File: config.mk
export PLATFORM = sky130hd
export DESIGN_NAME = pmu_ahb
export DESIGN_NICKNAME = d
export VERILOG_FILES = /design/src/source/pmu_pkg.sv /design/src/source/pmu_ahb.sv /design/src/source/pmu_quota_monitor.sv /design/src/source/pmu_counter_bank.sv /design/src/source/ahb_slave_port.sv
export VERILOG_INCLUDE_DIRS = /design/src /design/src/source
export SDC_FILE = /design/constraint.sdc
export NUM_CORES = 1
export LEC_CHECK = 0
export ABC_AREA = 0
export BUFFER_PORTS_ARGS = -buffer_cell sky130_fd_sc_hd__buf_2
export CELL_PAD_IN_SITES_DETAIL_PLACEMENT = 1
export CELL_PAD_IN_SITES_GLOBAL_PLACEMENT = 1
export CORE_ASPECT_RATIO = 1.1
export CORE_MARGIN = 3
export CORE_UTILIZATION = 45
export CTS_CLUSTER_SIZE = 30
export DETAILED_ROUTE_END_ITERATION = 16
export PLACE_DENSITY = 0.91
export SLEW_MARGIN = 20
export SYNTH_ARGS = -nofsm -noshare
export SYNTH_HDL_FRONTEND = slang
export SYNTH_SLANG_ARGS = --single-unit
File: constraint.sdc
create_clock -name clk_i -period 5.2 [get_ports clk_i]
set_clock_uncertainty 0.2 [all_clocks]
set_input_delay 0.26 -clock clk_i [delete_from_list [all_inputs] [get_ports clk_i]]
set_output_delay 0.26 -clock clk_i [all_outputs]
set_load 0.02 [all_outputs]
File: src/source/pmu_defines.svh
//----------------------------------------------------------
// PMU global widths, counts and register map
//----------------------------------------------------------
`ifndef PMU_DEFINES_SVH
`define PMU_DEFINES_SVH

// ---------------------------------------------------------
// Bus and datapath widths
// ---------------------------------------------------------
`define PMU_DATA_W      32
`define PMU_ADDR_W      32

// Counter and event line counts
`define PMU_N_COUNTERS  4
`define PMU_N_EVENTS    8

// One event-select field, enough to address every event line
`define PMU_EVSEL_W     3

// Word index into the register map, taken from haddr[5:2]
`define PMU_REG_IDX_W   4

// ---------------------------------------------------------
// Register map (word indices)
// ---------------------------------------------------------
`define PMU_REG_CFG       0
// Counters occupy CNT_BASE up to CNT_BASE + N_COUNTERS - 1
`define PMU_REG_CNT_BASE  1
`define PMU_REG_EVSEL     5
`define PMU_REG_QLIMIT    6
`define PMU_REG_QMASK     7
// Read-only status, overflow flags low and quota flag above
`define PMU_REG_STATUS    8
// Indices 9 to 15 are unmapped

// Bit positions inside the configuration word
`define PMU_CFG_EN_BIT    0
`define PMU_CFG_CLR_BIT   1

`endif
File: src/source/pmu_pkg.sv
//----------------------------------------------------------
// PMU types for the AHB-lite port, control and registers
//----------------------------------------------------------
`default_nettype none

`include "pmu_defines.svh"

package pmu_pkg;

    // AHB transfer type, SEQ is treated like NONSEQ by the slave
    typedef enum logic [1:0] {
        IDLE   = 2'b00,
        BUSY   = 2'b01,
        NONSEQ = 2'b10,
        SEQ    = 2'b11
    } htrans_e;

    // OKAY response code, the only one this slave returns
    localparam logic [1:0] HRESP_OKAY = 2'b00;

    // Master to slave, burst, size, prot and lock left out
    typedef struct packed {
        logic                   hsel;
        logic                   hreadyi;
        htrans_e                htrans;
        logic [`PMU_ADDR_W-1:0] haddr;
        logic                   hwrite;
        logic [`PMU_DATA_W-1:0] hwdata;
    } ahb_req_t;

    // Slave to master
    typedef struct packed {
        logic                   hreadyo;
        logic [1:0]             hresp;
        logic [`PMU_DATA_W-1:0] hrdata;
    } ahb_rsp_t;

    // Configuration word, enable in bit 0 and clear in bit 1
    typedef struct packed {
        logic [`PMU_DATA_W-3:0] reserved;
        logic                   clear;
        logic                   enable;
    } pmu_cfg_t;

    // Write data seen either as config fields or as a counter preset
    typedef union packed {
        pmu_cfg_t               cfg;
        logic [`PMU_DATA_W-1:0] raw;
    } pmu_wdata_u;

    // Write request, valid in the data phase cycle
    typedef struct packed {
        logic                      valid;
        logic [`PMU_REG_IDX_W-1:0] idx;
        pmu_wdata_u                data;
    } pmu_wreq_t;

    // Live settings shared by the counter bank and quota monitor
    typedef struct packed {
        logic                                        enable;
        logic                                        clear;
        logic [`PMU_N_COUNTERS-1:0][`PMU_EVSEL_W-1:0] evsel;
        logic [`PMU_N_EVENTS-1:0]                    qmask;
        logic [`PMU_DATA_W-1:0]                      qlimit;
    } pmu_ctrl_t;

    // All counter values, counter 0 in the low word
    typedef logic [`PMU_N_COUNTERS-1:0][`PMU_DATA_W-1:0] cnt_array_t;

endpackage

`default_nettype wire

File: src/source/pmu_ahb.sv
//----------------------------------------------------------
// PMU top level behind an AHB-lite slave port
//----------------------------------------------------------
`default_nettype none

`include "pmu_defines.svh"

module pmu_ahb
    import pmu_pkg::*;
(
    input  wire logic                     clk_i,
    input  wire logic                     rstn_i,
    // AHB-lite slave
    input  wire ahb_req_t                 ahb_i,
    output ahb_rsp_t                      ahb_o,
    // SoC event lines
    input  wire logic [`PMU_N_EVENTS-1:0] events_i,
    // Level interrupts
    output logic                          intr_overflow_o,
    output logic                          intr_quota_o
);

    // Port to counting units
    pmu_wreq_t                   wreq;
    pmu_ctrl_t                   ctrl;

    // Counting units back to the port
    cnt_array_t                  counters;
    logic [`PMU_N_COUNTERS-1:0]  ovf_flags;
    logic                        quota_exceeded;

    // ---------------------------------------------------------
    // Bus port and configuration
    // ---------------------------------------------------------
    ahb_slave_port u_port (
        .clk_i            (clk_i),
        .rstn_i           (rstn_i),
        .ahb_i            (ahb_i),
        .counters_i       (counters),
        .ovf_flags_i      (ovf_flags),
        .quota_exceeded_i (quota_exceeded),
        .wreq_o           (wreq),
        .ctrl_o           (ctrl),
        .ahb_o            (ahb_o),
        .intr_overflow_o  (intr_overflow_o),
        .intr_quota_o     (intr_quota_o)
    );

    // ---------------------------------------------------------
    // Counting units, side by side
    // ---------------------------------------------------------
    pmu_counter_bank u_cnt (
        .clk_i       (clk_i),
        .rstn_i      (rstn_i),
        .events_i    (events_i),
        .wreq_i      (wreq),
        .ctrl_i      (ctrl),
        .counters_o  (counters),
        .ovf_flags_o (ovf_flags)
    );

    pmu_quota_monitor u_quota (
        .clk_i            (clk_i),
        .rstn_i           (rstn_i),
        .events_i         (events_i),
        .ctrl_i           (ctrl),
        .quota_exceeded_o (quota_exceeded)
    );

endmodule

`default_nettype wire

File: src/source/pmu_quota_monitor.sv
//----------------------------------------------------------
// Masked event accumulator checked against a quota limit
//----------------------------------------------------------
`default_nettype none

`include "pmu_defines.svh"

module pmu_quota_monitor
    import pmu_pkg::*;
(
    input  wire logic                     clk_i,
    input  wire logic                     rstn_i,
    // SoC event lines
    input  wire logic [`PMU_N_EVENTS-1:0] events_i,
    // Live settings, uses enable, clear, mask and limit
    input  wire pmu_ctrl_t                ctrl_i,
    output logic                          quota_exceeded_o
);

    // Enough bits to count every event line high at once
    localparam int EV_CNT_W = $clog2(`PMU_N_EVENTS + 1);

    logic [EV_CNT_W-1:0]     ev_cnt;
    logic [`PMU_DATA_W:0]    sum;
    logic [`PMU_DATA_W-1:0]  acc_q;

    // Number of masked event lines high this cycle
    always_comb begin
        ev_cnt = '0;
        for (int i = 0; i < `PMU_N_EVENTS; i++) begin
            ev_cnt = ev_cnt + EV_CNT_W'(events_i[i] & ctrl_i.qmask[i]);
        end
    end

    // One extra bit catches the carry out for saturation
    assign sum = {1'b0, acc_q} + (`PMU_DATA_W + 1)'(ev_cnt);

    always_ff @(posedge clk_i) begin
        if (!rstn_i) begin
            acc_q <= '0;
        end else if (ctrl_i.clear) begin
            acc_q <= '0;
        end else if (ctrl_i.enable) begin
            // Stick at all ones rather than wrap
            acc_q <= sum[`PMU_DATA_W] ? '1 : sum[`PMU_DATA_W-1:0];
        end
    end

    // Strictly above the limit
    assign quota_exceeded_o = (acc_q > ctrl_i.qlimit);

endmodule

`default_nettype wire

File: src/source/pmu_counter_bank.sv
//----------------------------------------------------------
// Event counters with preset, clear and sticky overflow
//----------------------------------------------------------
`default_nettype none

`include "pmu_defines.svh"

module pmu_counter_bank
    import pmu_pkg::*;
(
    input  wire logic                       clk_i,
    input  wire logic                       rstn_i,
    // SoC event lines
    input  wire logic [`PMU_N_EVENTS-1:0]   events_i,
    // Register write and live settings from the port
    input  wire pmu_wreq_t                  wreq_i,
    input  wire pmu_ctrl_t                  ctrl_i,
    output cnt_array_t                      counters_o,
    output logic [`PMU_N_COUNTERS-1:0]      ovf_flags_o
);

    cnt_array_t                  cnt_q;
    logic [`PMU_N_COUNTERS-1:0]  ovf_q;

    // Per-counter write hit and increment request
    logic [`PMU_N_COUNTERS-1:0]  cnt_wr;
    logic [`PMU_N_COUNTERS-1:0]  cnt_inc;

    // ---------------------------------------------------------
    // Decode
    // ---------------------------------------------------------
    always_comb begin
        for (int i = 0; i < `PMU_N_COUNTERS; i++) begin
            // Counter i sits at register index CNT_BASE + i
            cnt_wr[i]  = wreq_i.valid &&
                         (wreq_i.idx == `PMU_REG_IDX_W'(`PMU_REG_CNT_BASE + i));
            // Event line picked by this counter's select field
            cnt_inc[i] = ctrl_i.enable && events_i[ctrl_i.evsel[i]];
        end
    end

    // ---------------------------------------------------------
    // Counters and flags
    // ---------------------------------------------------------

    // Priority is clear, then preset write, then increment
    always_ff @(posedge clk_i) begin
        if (!rstn_i) begin
            cnt_q <= '0;
            ovf_q <= '0;
        end else if (ctrl_i.clear) begin
            cnt_q <= '0;
            ovf_q <= '0;
        end else begin
            for (int i = 0; i < `PMU_N_COUNTERS; i++) begin
                if (cnt_wr[i]) begin
                    // Preset uses the raw view of the write word
                    cnt_q[i] <= wreq_i.data.raw;
                end else if (cnt_inc[i]) begin
                    cnt_q[i] <= cnt_q[i] + 1'b1;
                    // Wrap from all ones, flag stays until a clear
                    if (&cnt_q[i]) begin
                        ovf_q[i] <= 1'b1;
                    end
                end
            end
        end
    end

    assign counters_o  = cnt_q;
    assign ovf_flags_o = ovf_q;

endmodule

`default_nettype wire

File: src/source/ahb_slave_port.sv
//----------------------------------------------------------
// AHB-lite zero-wait slave port and PMU configuration regs
//----------------------------------------------------------
`default_nettype none

`include "pmu_defines.svh"

module ahb_slave_port
    import pmu_pkg::*;
(
    input  wire logic                      clk_i,
    input  wire logic                      rstn_i,
    // AHB request from the master
    input  wire ahb_req_t                  ahb_i,
    // Results from the counter bank and quota monitor
    input  wire cnt_array_t                counters_i,
    input  wire logic [`PMU_N_COUNTERS-1:0] ovf_flags_i,
    input  wire logic                      quota_exceeded_i,
    // Towards the counting units
    output pmu_wreq_t                      wreq_o,
    output pmu_ctrl_t                      ctrl_o,
    // AHB response and interrupts
    output ahb_rsp_t                       ahb_o,
    output logic                           intr_overflow_o,
    output logic                           intr_quota_o
);

    // Registered address phase
    typedef struct packed {
        logic                      valid;
        logic                      write;
        logic [`PMU_REG_IDX_W-1:0] idx;
    } aph_t;

    aph_t                                         aph_q;
    logic                                         accept;
    pmu_wreq_t                                    wreq;

    // Configuration registers
    logic                                         cfg_en_q;
    logic [`PMU_N_COUNTERS-1:0][`PMU_EVSEL_W-1:0] evsel_q;
    logic [`PMU_DATA_W-1:0]                       qlimit_q;
    logic [`PMU_N_EVENTS-1:0]                     qmask_q;

    logic [`PMU_DATA_W-1:0]                       rdata;

    // ---------------------------------------------------------
    // Address phase
    // ---------------------------------------------------------

    // Only NONSEQ and SEQ carry a transfer, IDLE and BUSY are dropped
    assign accept = ahb_i.hsel && ahb_i.hreadyi &&
                    (ahb_i.htrans == NONSEQ || ahb_i.htrans == SEQ);

    always_ff @(posedge clk_i) begin
        if (!rstn_i) begin
            aph_q <= '0;
        end else begin
            aph_q.valid <= accept;
            aph_q.write <= ahb_i.hwrite;
            // Word index from haddr[5:2]
            aph_q.idx   <= ahb_i.haddr[`PMU_REG_IDX_W+1:2];
        end
    end

    // ---------------------------------------------------------
    // Data phase write
    // ---------------------------------------------------------

    // hwdata belongs to the data phase, so the request is combinational
    assign wreq.valid    = aph_q.valid && aph_q.write;
    assign wreq.idx      = aph_q.idx;
    assign wreq.data.raw = ahb_i.hwdata;
    assign wreq_o        = wreq;

    // Writes to counters go to the bank, STATUS and unmapped are dropped
    always_ff @(posedge clk_i) begin
        if (!rstn_i) begin
            cfg_en_q <= 1'b0;
            evsel_q  <= '0;
            qlimit_q <= '0;
            qmask_q  <= '0;
        end else if (wreq.valid) begin
            case (wreq.idx)
                `PMU_REG_IDX_W'(`PMU_REG_CFG): begin
                    cfg_en_q <= wreq.data.cfg.enable;
                end
                `PMU_REG_IDX_W'(`PMU_REG_EVSEL): begin
                    evsel_q <= wreq.data.raw[`PMU_N_COUNTERS*`PMU_EVSEL_W-1:0];
                end
                `PMU_REG_IDX_W'(`PMU_REG_QLIMIT): begin
                    qlimit_q <= wreq.data.raw;
                end
                `PMU_REG_IDX_W'(`PMU_REG_QMASK): begin
                    qmask_q <= wreq.data.raw[`PMU_N_EVENTS-1:0];
                end
                default: begin
                end
            endcase
        end
    end

    // Clear is a single-cycle strobe taken straight from the CFG write
    assign ctrl_o.clear  = wreq.valid && wreq.data.cfg.clear &&
                           (wreq.idx == `PMU_REG_IDX_W'(`PMU_REG_CFG));
    assign ctrl_o.enable = cfg_en_q;
    assign ctrl_o.evsel  = evsel_q;
    assign ctrl_o.qmask  = qmask_q;
    assign ctrl_o.qlimit = qlimit_q;

    // ---------------------------------------------------------
    // Data phase read
    // ---------------------------------------------------------
    always_comb begin
        rdata = '0;
        if (aph_q.valid && !aph_q.write) begin
            case (aph_q.idx)
                `PMU_REG_IDX_W'(`PMU_REG_CFG): begin
                    rdata[`PMU_CFG_EN_BIT]  = cfg_en_q;
                    // Clear is never stored
                    rdata[`PMU_CFG_CLR_BIT] = 1'b0;
                end
                `PMU_REG_IDX_W'(`PMU_REG_EVSEL): begin
                    rdata = `PMU_DATA_W'(evsel_q);
                end
                `PMU_REG_IDX_W'(`PMU_REG_QLIMIT): begin
                    rdata = qlimit_q;
                end
                `PMU_REG_IDX_W'(`PMU_REG_QMASK): begin
                    rdata = `PMU_DATA_W'(qmask_q);
                end
                `PMU_REG_IDX_W'(`PMU_REG_STATUS): begin
                    rdata = `PMU_DATA_W'({quota_exceeded_i, ovf_flags_i});
                end
                default: begin
                    // Counter window, anything else reads zero
                    for (int i = 0; i < `PMU_N_COUNTERS; i++) begin
                        if (aph_q.idx == `PMU_REG_IDX_W'(`PMU_REG_CNT_BASE + i)) begin
                            rdata = counters_i[i];
                        end
                    end
                end
            endcase
        end
    end

    // Zero wait states, always OKAY
    assign ahb_o.hreadyo = 1'b1;
    assign ahb_o.hresp   = HRESP_OKAY;
    assign ahb_o.hrdata  = rdata;

    // Level interrupts from registered flags
    assign intr_overflow_o = |ovf_flags_i;
    assign intr_quota_o    = quota_exceeded_i;

endmodule

`default_nettype wire

==> out/qor.csv, run 1 <==
stage;metric;value;unit
synthesis;Yosys top cell by area;dfxtp_1;
critical_path;Worst path max stage delay;0.55;ns
grt;first-pass GRT wire length;77300;um
clock_network;CTS sink count;223;
die;io pins;116;
power;leakage;0.00510;uW
synthesis;post-synthesis cell type count;72;
critical_path;CP Data Arrival Time;5.20;ns
synthesis;Post-Synth Adder-Cell Area;0.0481;
synthesis;Post-Synth XOR/XNOR Area;0.0925;
grt;initial antenna violation count;0;
clock_network;deepest clock path buffer count;3;
detailed_routing;initial DRC count;1286;
flow_run;max-cap viol count;0;
grt;grt ovf;0;
power;Design Power;3810;uW
finish;number of nets in the layout;1870;
finish;register area;4460;um2
finish;Core Util, Final;0.524;
critical_path;CP max-delay cell;fa_1;
critical_path;Startpoint Class;flop;
sta;# setup viols final;0;
hold_path;Hold WC Path Type;input pin to flop;
clock_network;root buffer cell;clkbuf_16;
grt;vias in the first global route;13900;
die;chip height;186;um
detailed_routing;drt drc;0;
sta;Slew headroom;0.220;
synthesis;largest family of logic cells by synthesized area;compound AO/OA/AOI/OAI gates;
critical_path;Worst Setup End Kind;flop;
clock_network;number of buffers created by CTS;27;
critical_path;cell occurring most often along the worst timing path;fa_1;
finish;most frequent cells in the layout;223 x dfxtp_1, 218 x a21oi_1, 163 x nand2_1, 137 x o21ai_0, 86 x nor2_1;
place;placed cell area;13900;um2
grt;GRT Overall Usage;0.308;
status;status;finished, final reports clean;
synthesis;top_reg_cell synth;dfxtp_1;
synthesis;register area share after synthesis;0.337;
detailed_routing;via count;13600;
critical_path;crit-path max FO;6;
sta;Max Transition Viols Final;0;
place;placed insts;2043;
die;FP Rows;65;
synthesis;syn_area_per_cell;7.89;um2
clock_network;Reg clk slew, reported paths;0.06;ns
sta;Worst Tran Pin Value;1.17;ns
finish;Layout fillers;3482;
synthesis;top cell type's share of synthesized area;0.337;
sta;fmax;202;MHz
die;die width;170;um
synthesis;number of synthesized register bits;223;
synthesis;Synth async-reset ratio;0;
detailed_routing;drt first pass iters;6;
sta;final hold violation count;0;
critical_path;crit-path cells;and2_1, fa_1, inv_1, fa_1, fa_1, inv_1, ha_1, fa_1, xor2_1, ha_1, nor2b_1, o21a_2, o211ai_1, buf_4, nor2_1, a311oi_1;
die;starting density of the core;0.459;
clock_network;worst-skew pair later-pin latency;0.54;ns
sta;Tmin final;4.96;ns
synthesis;Syn. warnings;0;
critical_path;worst path buffer plus inverter count;3;
finish;commonest non-fill, non-tap cell in the layout;dfxtp_1;
critical_path;Crit Path Class;flop to flop;
place;buffers added on ports;83;
power;Cell Pwr Density;252;nW/um2
die;Core Area;28900;um2
grt;largest net degree at the start of global routing;66;
critical_path;Crit path required time;5.45;ns
detailed_routing;Total Wirelength;49600;um
synthesis;Simple-Gate Fraction of Synth Area;0.202;
power;Peak VDD IR;0.184;mV
clock_network;CTS tree;yes;
finish;antenna cells;0;
synthesis;number of synthesized flops with an enable pin;0;
synthesis;top post-synthesis cells by area;dfxtp_1 34%, a21oi_1 8.2%, o21ai_0 5.2%;
place;RePlAce Congestion;0.938;
detailed_routing;post-DR wirelength/cell;23.3;um
place;post-detail-place hpwl;33600;um
clock_network;H-tree Lvls;1;
die;die area;31600;um2
synthesis;synthesized area;13300;um2
synthesis;post-synthesis mux area share;0.0260;
synthesis;Post-Syn Instances;1681;
detailed_routing;via/cell ratio;6.41;
detailed_routing;Post-DRT Antenna Nets;0;
finish;synthesis-to-finish area growth;14.1;%
finish;Non-Filler Instances;2127;
finish;share of cells above drive strength 1;0.103;
finish;area of the multi-input gates;8140;um2
sta;fin crit share;0.953;
critical_path;Crit path max-delay family;adder cells;
clock_network;Setup Buffers After CTS;0;
finish;post-route cell area;15100;um2
synthesis;Synth Area in Compound Gates;0.239;
==> logic make-up after synthesis <==
family                   Yosys count
adder cells (fa/ha/maj)           48
AO/OA/AOI/OAI                    534
flip-flops                       223
other                              2
multiplexers                      28
buffers and inverters            179
AND/OR/NAND/NOR                  527
XOR/XNOR                         140
==> final timing paths <==
check                      from             endpoint  slack [ns]  cells after the start
max           u_port.qmask_q[0]    u_quota.acc_q[22]        0.24                     16
min                      rstn_i  u_port.qlimit_q[23]        0.18                      3
max reg2reg   u_port.qmask_q[0]    u_quota.acc_q[22]        0.24                     16
min reg2reg  u_port.qlimit_q[6]   u_port.qlimit_q[6]        0.27                      2
==> report_power, final <==
group          total, uW  internal [uW]  leakage, uW  switching (uW)
clock               1850           1090     0.000401             761
combinational        232           76.0      0.00290             156
sequential          1720           1710      0.00180            9.33
total               3810           2880      0.00510             927
==> layer usage <==
| layer | up-vias | track usage | routed length, um |
|---|---|---|---|
| met3 | 193 | 0.0459 | 3300 |
| li1 | 6153 | - | - |
| met1 | 6659 | 0.367 | 19600 |
| met2 | 619 | 0.535 | 23600 |
| met4 | 0 | 0.165 | 3050 |
| met5 | - | 0 | 0 |
==> repair_timing <==
action                     CTS  global route
setup endpoints to repair    0            20
hold buffers                39             0
resized for setup            0             3
hold endpoints to repair   179             0
==> state kept, by name (all words and copies together), names as in the netlist <==
name / cells
u_port.aph_q: 2
u_port.cfg_en_q: 1
u_port.qmask_q: 8
u_quota.acc_q: 32
u_cnt.counters_o: 128
u_port.wreq_o: 4
u_port.ctrl_o: 12
u_port.qlimit_q: 32
u_cnt.ovf_flags_o: 4
==> tightest hold or removal path, stage by stage <==
cell      delay, ns
buf_2          0.10
buf_4          0.29
a21boi_0       0.20
==> layout make-up <==
class | count | share of cell area
flip-flops and latches | 223 | 0.295
well taps | 368 | 0.0304
clock inverters | 3 | 0.00430
repair buffers | 147 | 0.0657
clock buffers | 42 | 0.0504
inverters | 64 | 0.0159
multi-input cells | 1280 | 0.538
==> stage by stage <==
stage               hold WS [ns]  TNS, ns  setup slack, ns
finish                     0.180        0            0.244
CTS                        0.152        0            0.197
floorplan                  0.187        0            0.590
detailed placement         0.269        0           0.0888
global route               0.196  -0.0197         -0.00991
global placement           0.253        0            0.249
==> cell usage after synthesis (all sizes together) (5+ instances only) <==
library cell and instances:
nand4 46, xnor2 77, nor2 88, and3 30, o21ai 141, a21oi 218, and4 29, a211oi 10
buf 20, ha 43, clkbuf 95, xor2 63, a221o 6, and2 18, nor4 14, a22oi 54
dfxtp 223, a22o 7, a221oi 5, nand2 169, a31oi 11, nor2b 19, o211ai 5, nor3 33
inv 64, a311oi 5, a21boi 46, mux4 5, nand3 60, fa 5, mux2i 22
(Power assumes the default switching activity.)
==> run 2, diff against run 1 <==
- clock period: 5.2 -> 4.6 ns (I/O delays scaled with it)
==> out/qor.csv, run 2 (synthesized netlist as in run 1, its figures left out) <==
stage;metric;value;unit;change
sta;RSZ-0062 raised after global routing;true;;
clock_network;worst-skew pair later-pin latency;0.57;ns;+0.03 ns
critical_path;Crit Path Class;flop to flop;;
die;die width;170;um;unchanged
sta;Tmin final;4.79;ns;-0.168 ns
finish;Core Util, Final;0.547;;+0.0230
detailed_routing;met3 wire length;5780;um;+75%
status;failing checks;setup timing;;
flow_run;max-cap viol count;0;;unchanged
power;Cell Pwr Density;272;nW/um2;+8.0%
clock_network;CTS sink count;223;;unchanged
finish;max reg flops;128;;unchanged
detailed_routing;top layer reached by signal wires;met5;;
finish;commonest non-fill, non-tap cell in the layout;dfxtp_1;;
critical_path;Worst Setup End Kind;flop;;
critical_path;worst r2r src;u_port.qmask_q[3];;
hold_path;Hold WC Path Type;input pin to flop;;
finish;number of nets in the layout;1902;;+1.7%
sta;Worst Tran Pin Value;1.14;ns;-0.0280 ns
critical_path;crit-path max FO;5;;-1
detailed_routing;met1 WL;21600;um;+10%
place;buffers added on ports;83;;unchanged
grt;initial antenna violation count;2;;+2
place;post-detail-place hpwl;34900;um;+3.8%
sta;final hold violation count;0;;unchanged
clock_network;Reg clk slew, reported paths;0.06;ns;about the same
die;starting density of the core;0.459;;unchanged
sta;# setup viols final;26;;+26
finish;Layout fillers;3388;;-2.7%
power;Peak VDD IR;0.226;mV;+23%
finish;share of cells above drive strength 1;0.154;;+0.0515
detailed_routing;via count;14800;;+8.5%
finish;most frequent cells in the layout;222 x dfxtp_1, 205 x a21oi_1, 162 x nand2_1, 136 x o21ai_0, 83 x buf_2;;
die;Core Area;28900;um2;unchanged
detailed_routing;Total Wirelength;60500;um;+22%
clock_network;H-tree Lvls;1;;unchanged
grt;first-pass GRT wire length;85900;um;+11%
critical_path;Crit path required time;4.83;ns;-0.62 ns
sta;Slew headroom;0.230;;+0.0107
grt;vias in the first global route;15100;;+8.4%
hold_path;HP Start;rstn_i;;
critical_path;Startpoint Class;flop;;
grt;GRT Overall Usage;0.345;;+0.0375
sta;Total Negative Setup Slacks;-2.19;ns;-2.19 ns
finish;antenna cells;0;;unchanged
die;die area;31600;um2;unchanged
sta;fmax;209;MHz;+3.5%
clock_network;root buffer cell;clkbuf_16;;
place;placed insts;2063;;+0.98%
critical_path;CP Launch Point;u_port.qmask_q[3];;
sta;setup ws final;-0.188;ns;-0.432 ns
finish;synthesis-to-finish area growth;19.1;%;
detailed_routing;drt drc;0;;unchanged
sta;fin crit share;1.04;;+0.0879
critical_path;CP Data Arrival Time;5.02;ns;-0.18 ns
clock_network;deepest clock path buffer count;3;;unchanged
clock_network;number of buffers created by CTS;26;;-3.7%
die;FP Rows;65;;unchanged
detailed_routing;drt first pass iters;7;;+1
place;RePlAce Congestion;0.940;;+0.21%
detailed_routing;post-DR wirelength/cell;28.0;um;+20%
die;chip height;186;um;unchanged
clock_network;CTS tree;yes;;
die;io pins;116;;unchanged
detailed_routing;via/cell ratio;6.83;;+6.7%
grt;largest net degree at the start of global routing;74;;+12%
detailed_routing;initial DRC count;1831;;+42%
finish;Non-Filler Instances;2162;;+1.6%
detailed_routing;Post-DRT Antenna Nets;0;;unchanged
grt;grt ovf;0;;unchanged
detailed_routing;met2 wire len;27700;um;+17%
power;leakage;0.00532;uW;+4.3%
sta;Max Transition Viols Final;0;;unchanged
status;status;finished, violations left;;
run 2: cell count changes in the layout (fill, tap and decap cells not counted), sizes merged:
cell    change
bufinv      -2
clkinv      +7
buf        +33
clkbuf      -3
run 2: worst paths after layout:
path | to | slack, ns | cells after the start
worst min register to register | u_port.qlimit_q[5] | 0.27 | 2
worst max-delay path | u_quota.acc_q[9] | -0.19 | 18
worst min-delay path | u_port.qlimit_q[7] | 0.13 | 3
worst max register to register | u_quota.acc_q[9] | -0.19 | 18
run 2: stage by stage:
| step | worst slack [ns] | power (uW) | hold slack [ns] | cell area, um2 |
|---|---|---|---|---|
| final | -0.188 | 4290 | 0.126 | 15800 |
| after global routing | -0.277 | 4380 | 0.155 | 15800 |
| after CTS | -0.0710 | 4230 | 0.125 | 15400 |
| after detailed placement | -0.525 | 2220 | 0.244 | 14100 |
| after global placement | -0.220 | 2210 | 0.237 | 14100 |
| after floorplan | 0.000984 | 2100 | 0.157 | 13300 |
run 2: cell type report:
cell class,instances,area [um2],area share
well taps,368,460,0.0292
clock buffers,39,759,0.0481
multi-input cells,1280,8490,0.538
clock inverters,8,51.3,0.00325
repair buffers,180,1320,0.0837
flip-flops and latches,223,4470,0.283
inverters,64,240,0.0152
run 2: where the power goes:
part	leakage [uW]	switching, uW	internal, uW
combinational	0.00312	190	90.1
sequential	0.00180	15.0	1940
clock	0.000406	925	1140
run 2: critical path, cell delays in order, from the launching register on:
cell and delay (ns):
dfxtp_2 0.32, and2_4 0.13, fa_1 0.57, inv_2 0.06
fa_1 0.47, fa_1 0.49, inv_1 0.05, ha_2 0.19
fa_2 0.55, buf_4 0.11, ha_1 0.22, a21oi_2 0.18
o21ai_2 0.09, buf_4 0.14, o211ai_1 0.10, buf_4 0.19
nor3_2 0.06, xnor2_2 0.39, a21oi_4 0.13
run 2: timing repair:
| action | CTS | global route |
|---|---|---|
| endpoints found under the setup margin | 32 | 32 |
| setup buffers | 7 | 6 |
| cloned | 1 | 0 |
| endpoints found under the hold margin | 184 | 0 |
| gates resized for setup | 27 | 59 |
| pin swaps | 18 | 13 |
| hold buffers | 39 | 0 |
run 2: per-layer routing:
metal  GRT usage  vias to the layer above
met2       0.580                     1019
met3      0.0588                      377
met5           0                        -
met1       0.401                     7171
li1            -                     6208
met4       0.238                        2
==> run 3, diff against run 2 <==
- CORE_MARGIN: 3 -> 1.5
- SKIP_CTS_REPAIR_TIMING: not set -> 1
==> out/qor.csv, run 3 (synthesized netlist as in run 1, its figures left out) <==
stage;metric;value;unit;change
critical_path;Startpoint Class;flop;;
status;failing checks;DRC, setup timing;;
clock_network;Reg clk slew, reported paths;0.06;ns;about the same
die;die width;167;um;-1.8%
critical_path;R2R depth;17;;-1
finish;register area;4470;um2;unchanged
clock_network;CTS tree;yes;;
place;RePlAce Congestion;0.932;;-0.77%
clock_network;H-tree Lvls;1;;unchanged
detailed_routing;drt drc;6;;+6
finish;commonest non-fill, non-tap cell in the layout;dfxtp_1;;
critical_path;worst r2r src;u_port.qmask_q[3];;
place;placed cell area;14000;um2;-0.27%
sta;Max Transition Viols Final;0;;unchanged
finish;post-route cell area;15600;um2;-1.1%
grt;largest net degree at the start of global routing;88;;+19%
power;Cell Pwr Density;291;nW/um2;+7.2%
clock_network;worst-skew pair later-pin latency;0.56;ns;about the same
detailed_routing;initial DRC count;1618;;-12%
power;Peak VDD IR;0.279;mV;+23%
sta;RSZ-0062 raised after global routing;true;;
finish;Non-Filler Instances;2152;;-0.46%
die;starting density of the core;0.459;;unchanged
finish;most frequent cells in the layout;222 x dfxtp_1, 216 x a21oi_1, 163 x nand2_1, 136 x o21ai_0, 83 x buf_2;;
critical_path;crit-path cells;and2_4, fa_1, inv_1, fa_1, fa_1, inv_2, ha_4, fa_2, inv_2, fa_2, nor2b_4, o21a_4, o211ai_1, buf_4, buf_4, nor3_1, a211oi_1;;
die;FP Rows;65;;unchanged
grt;initial antenna violation count;0;;-2
die;Core Area;28900;um2;unchanged
finish;Layout fillers;3479;;+2.7%
detailed_routing;Post-DRT Antenna Nets;0;;unchanged
critical_path;CP max-delay cell;fa_1;;
detailed_routing;via count;14200;;-3.7%
clock_network;deepest clock path buffer count;3;;unchanged
clock_network;number of buffers created by CTS;26;;unchanged
grt;vias in the first global route;14300;;-5.2%
hold_path;HP Start;rstn_i;;
die;die area;30500;um2;-3.4%
finish;area of the multi-input gates;8280;um2;-2.5%
critical_path;Crit path max-delay family;adder cells;;
sta;Total Negative Setup Slacks;-0.990;ns;+1.20 ns
place;buffers added on ports;83;;unchanged
detailed_routing;post-DR wirelength/cell;25.1;um;-10%
critical_path;worst path buffer plus inverter count;5;;unchanged
sta;Slew headroom;0.358;;+0.128
critical_path;Crit path required time;4.81;ns;-0.02 ns
critical_path;Worst path max stage delay;0.57;ns;about the same
sta;# setup viols final;20;;-23%
status;status;finished, violations left;;
finish;synthesis-to-finish area growth;17.7;%;
critical_path;Crit Path Class;flop to flop;;
critical_path;R2R Path End;u_quota.acc_q[20];;
critical_path;cell occurring most often along the worst timing path;fa_1;;
grt;GRT Overall Usage;0.327;;-0.0183
sta;Tmin final;4.74;ns;-0.0528 ns
hold_path;Hold WC Path Type;input pin to flop;;
critical_path;crit-path max FO;6;;+1
detailed_routing;drt first pass iters;13;;+6
grt;grt ovf;0;;unchanged
sta;Fin Hold WS;0.158;ns;+0.0314 ns
sta;fmax;211;MHz;+1.1%
sta;fin crit share;1.03;;-0.0115
clock_network;CTS sink count;223;;unchanged
critical_path;Worst Setup End Kind;flop;;
die;io pins;116;;unchanged
sta;Worst Tran Pin Value;0.953;ns;-0.185 ns
hold_path;Hold Path End;u_port.qlimit_q[19];;
grt;first-pass GRT wire length;79100;um;-7.9%
finish;max reg flops;128;;unchanged
flow_run;max-cap viol count;0;;unchanged
place;placed insts;2058;;-0.24%
finish;number of nets in the layout;1892;;-0.53%
detailed_routing;via/cell ratio;6.61;;-3.2%
clock_network;root buffer cell;clkbuf_16;;
sta;final hold violation count;0;;unchanged
place;post-detail-place hpwl;34000;um;-2.4%
finish;share of cells above drive strength 1;0.134;;-0.0204
detailed_routing;Total Wirelength;54100;um;-11%
die;chip height;183;um;-1.6%
sta;setup ws final;-0.135;ns;+0.0528 ns
finish;Core Util, Final;0.541;;-0.00620
power;leakage;0.00533;uW;about the same
finish;antenna cells;0;;unchanged
hold_path;Hold Path Depth;3;;unchanged
critical_path;CP Data Arrival Time;4.94;ns;-0.08 ns
critical_path;Reg2Reg Setup Slack;-0.14;ns;+0.05 ns
[run 3: final cells by class]
type / count / area share
Clock buffer: 35 / 0.0478
Clock inverter: 12 / 0.0119
Inverter: 64 / 0.0154
Multi-Input combinational cell: 1280 / 0.530
Sequential cell: 223 / 0.286
Tap cell: 368 / 0.0295
Timing Repair Buffer: 170 / 0.0791
[run 3: routing by layer]
layer | GRT usage | wire length (um)
met1 | 0.389 | 20000
met2 | 0.545 | 25400
met3 | 0.0544 | 4680
met4 | 0.220 | 4030
met5 | 0 | 0
[run 3: power by group]
group | leakage, uW | internal (uW) | switching [uW] | total [uW]
registers | 0.00180 | 1940 | 10.5 | 1950
clock network | 0.000464 | 1410 | 916 | 2330
logic | 0.00306 | 88.4 | 187 | 275
total | 0.00533 | 3440 | 1110 | 4550
[run 3: worst max-delay path by stage]
stage               cells past startpoint               from  slack (ns)           endpoint
finish                                 17  u_port.qmask_q[3]       -0.14  u_quota.acc_q[20]
global route                           17  u_port.qmask_q[3]       -0.24  u_quota.acc_q[20]
CTS                                    16  u_port.qmask_q[0]       -0.41  u_quota.acc_q[22]
global placement                       18        events_i[0]       -0.21  u_quota.acc_q[28]
detailed placement                     18        events_i[0]       -0.47  u_quota.acc_q[28]
floorplan                              16  u_port.qmask_q[0]       0.001  u_quota.acc_q[28]
[run 3: worst min-delay path: cells and delay by family]
kind,cells,cell delay [ns]
AO/OA/AOI/OAI,1,0.20
buffers and inverters,2,0.39
[run 3: stage by stage]
stage / worst slack (ns) / total power, uW
3_5_place_dp: -0.472 / 2220
5_1_grt: -0.242 / 4640
4_1_cts: -0.409 / 4500
2_1_floorplan: 0.000984 / 2100
6_report: -0.135 / 4550
3_3_place_gp: -0.211 / 2210
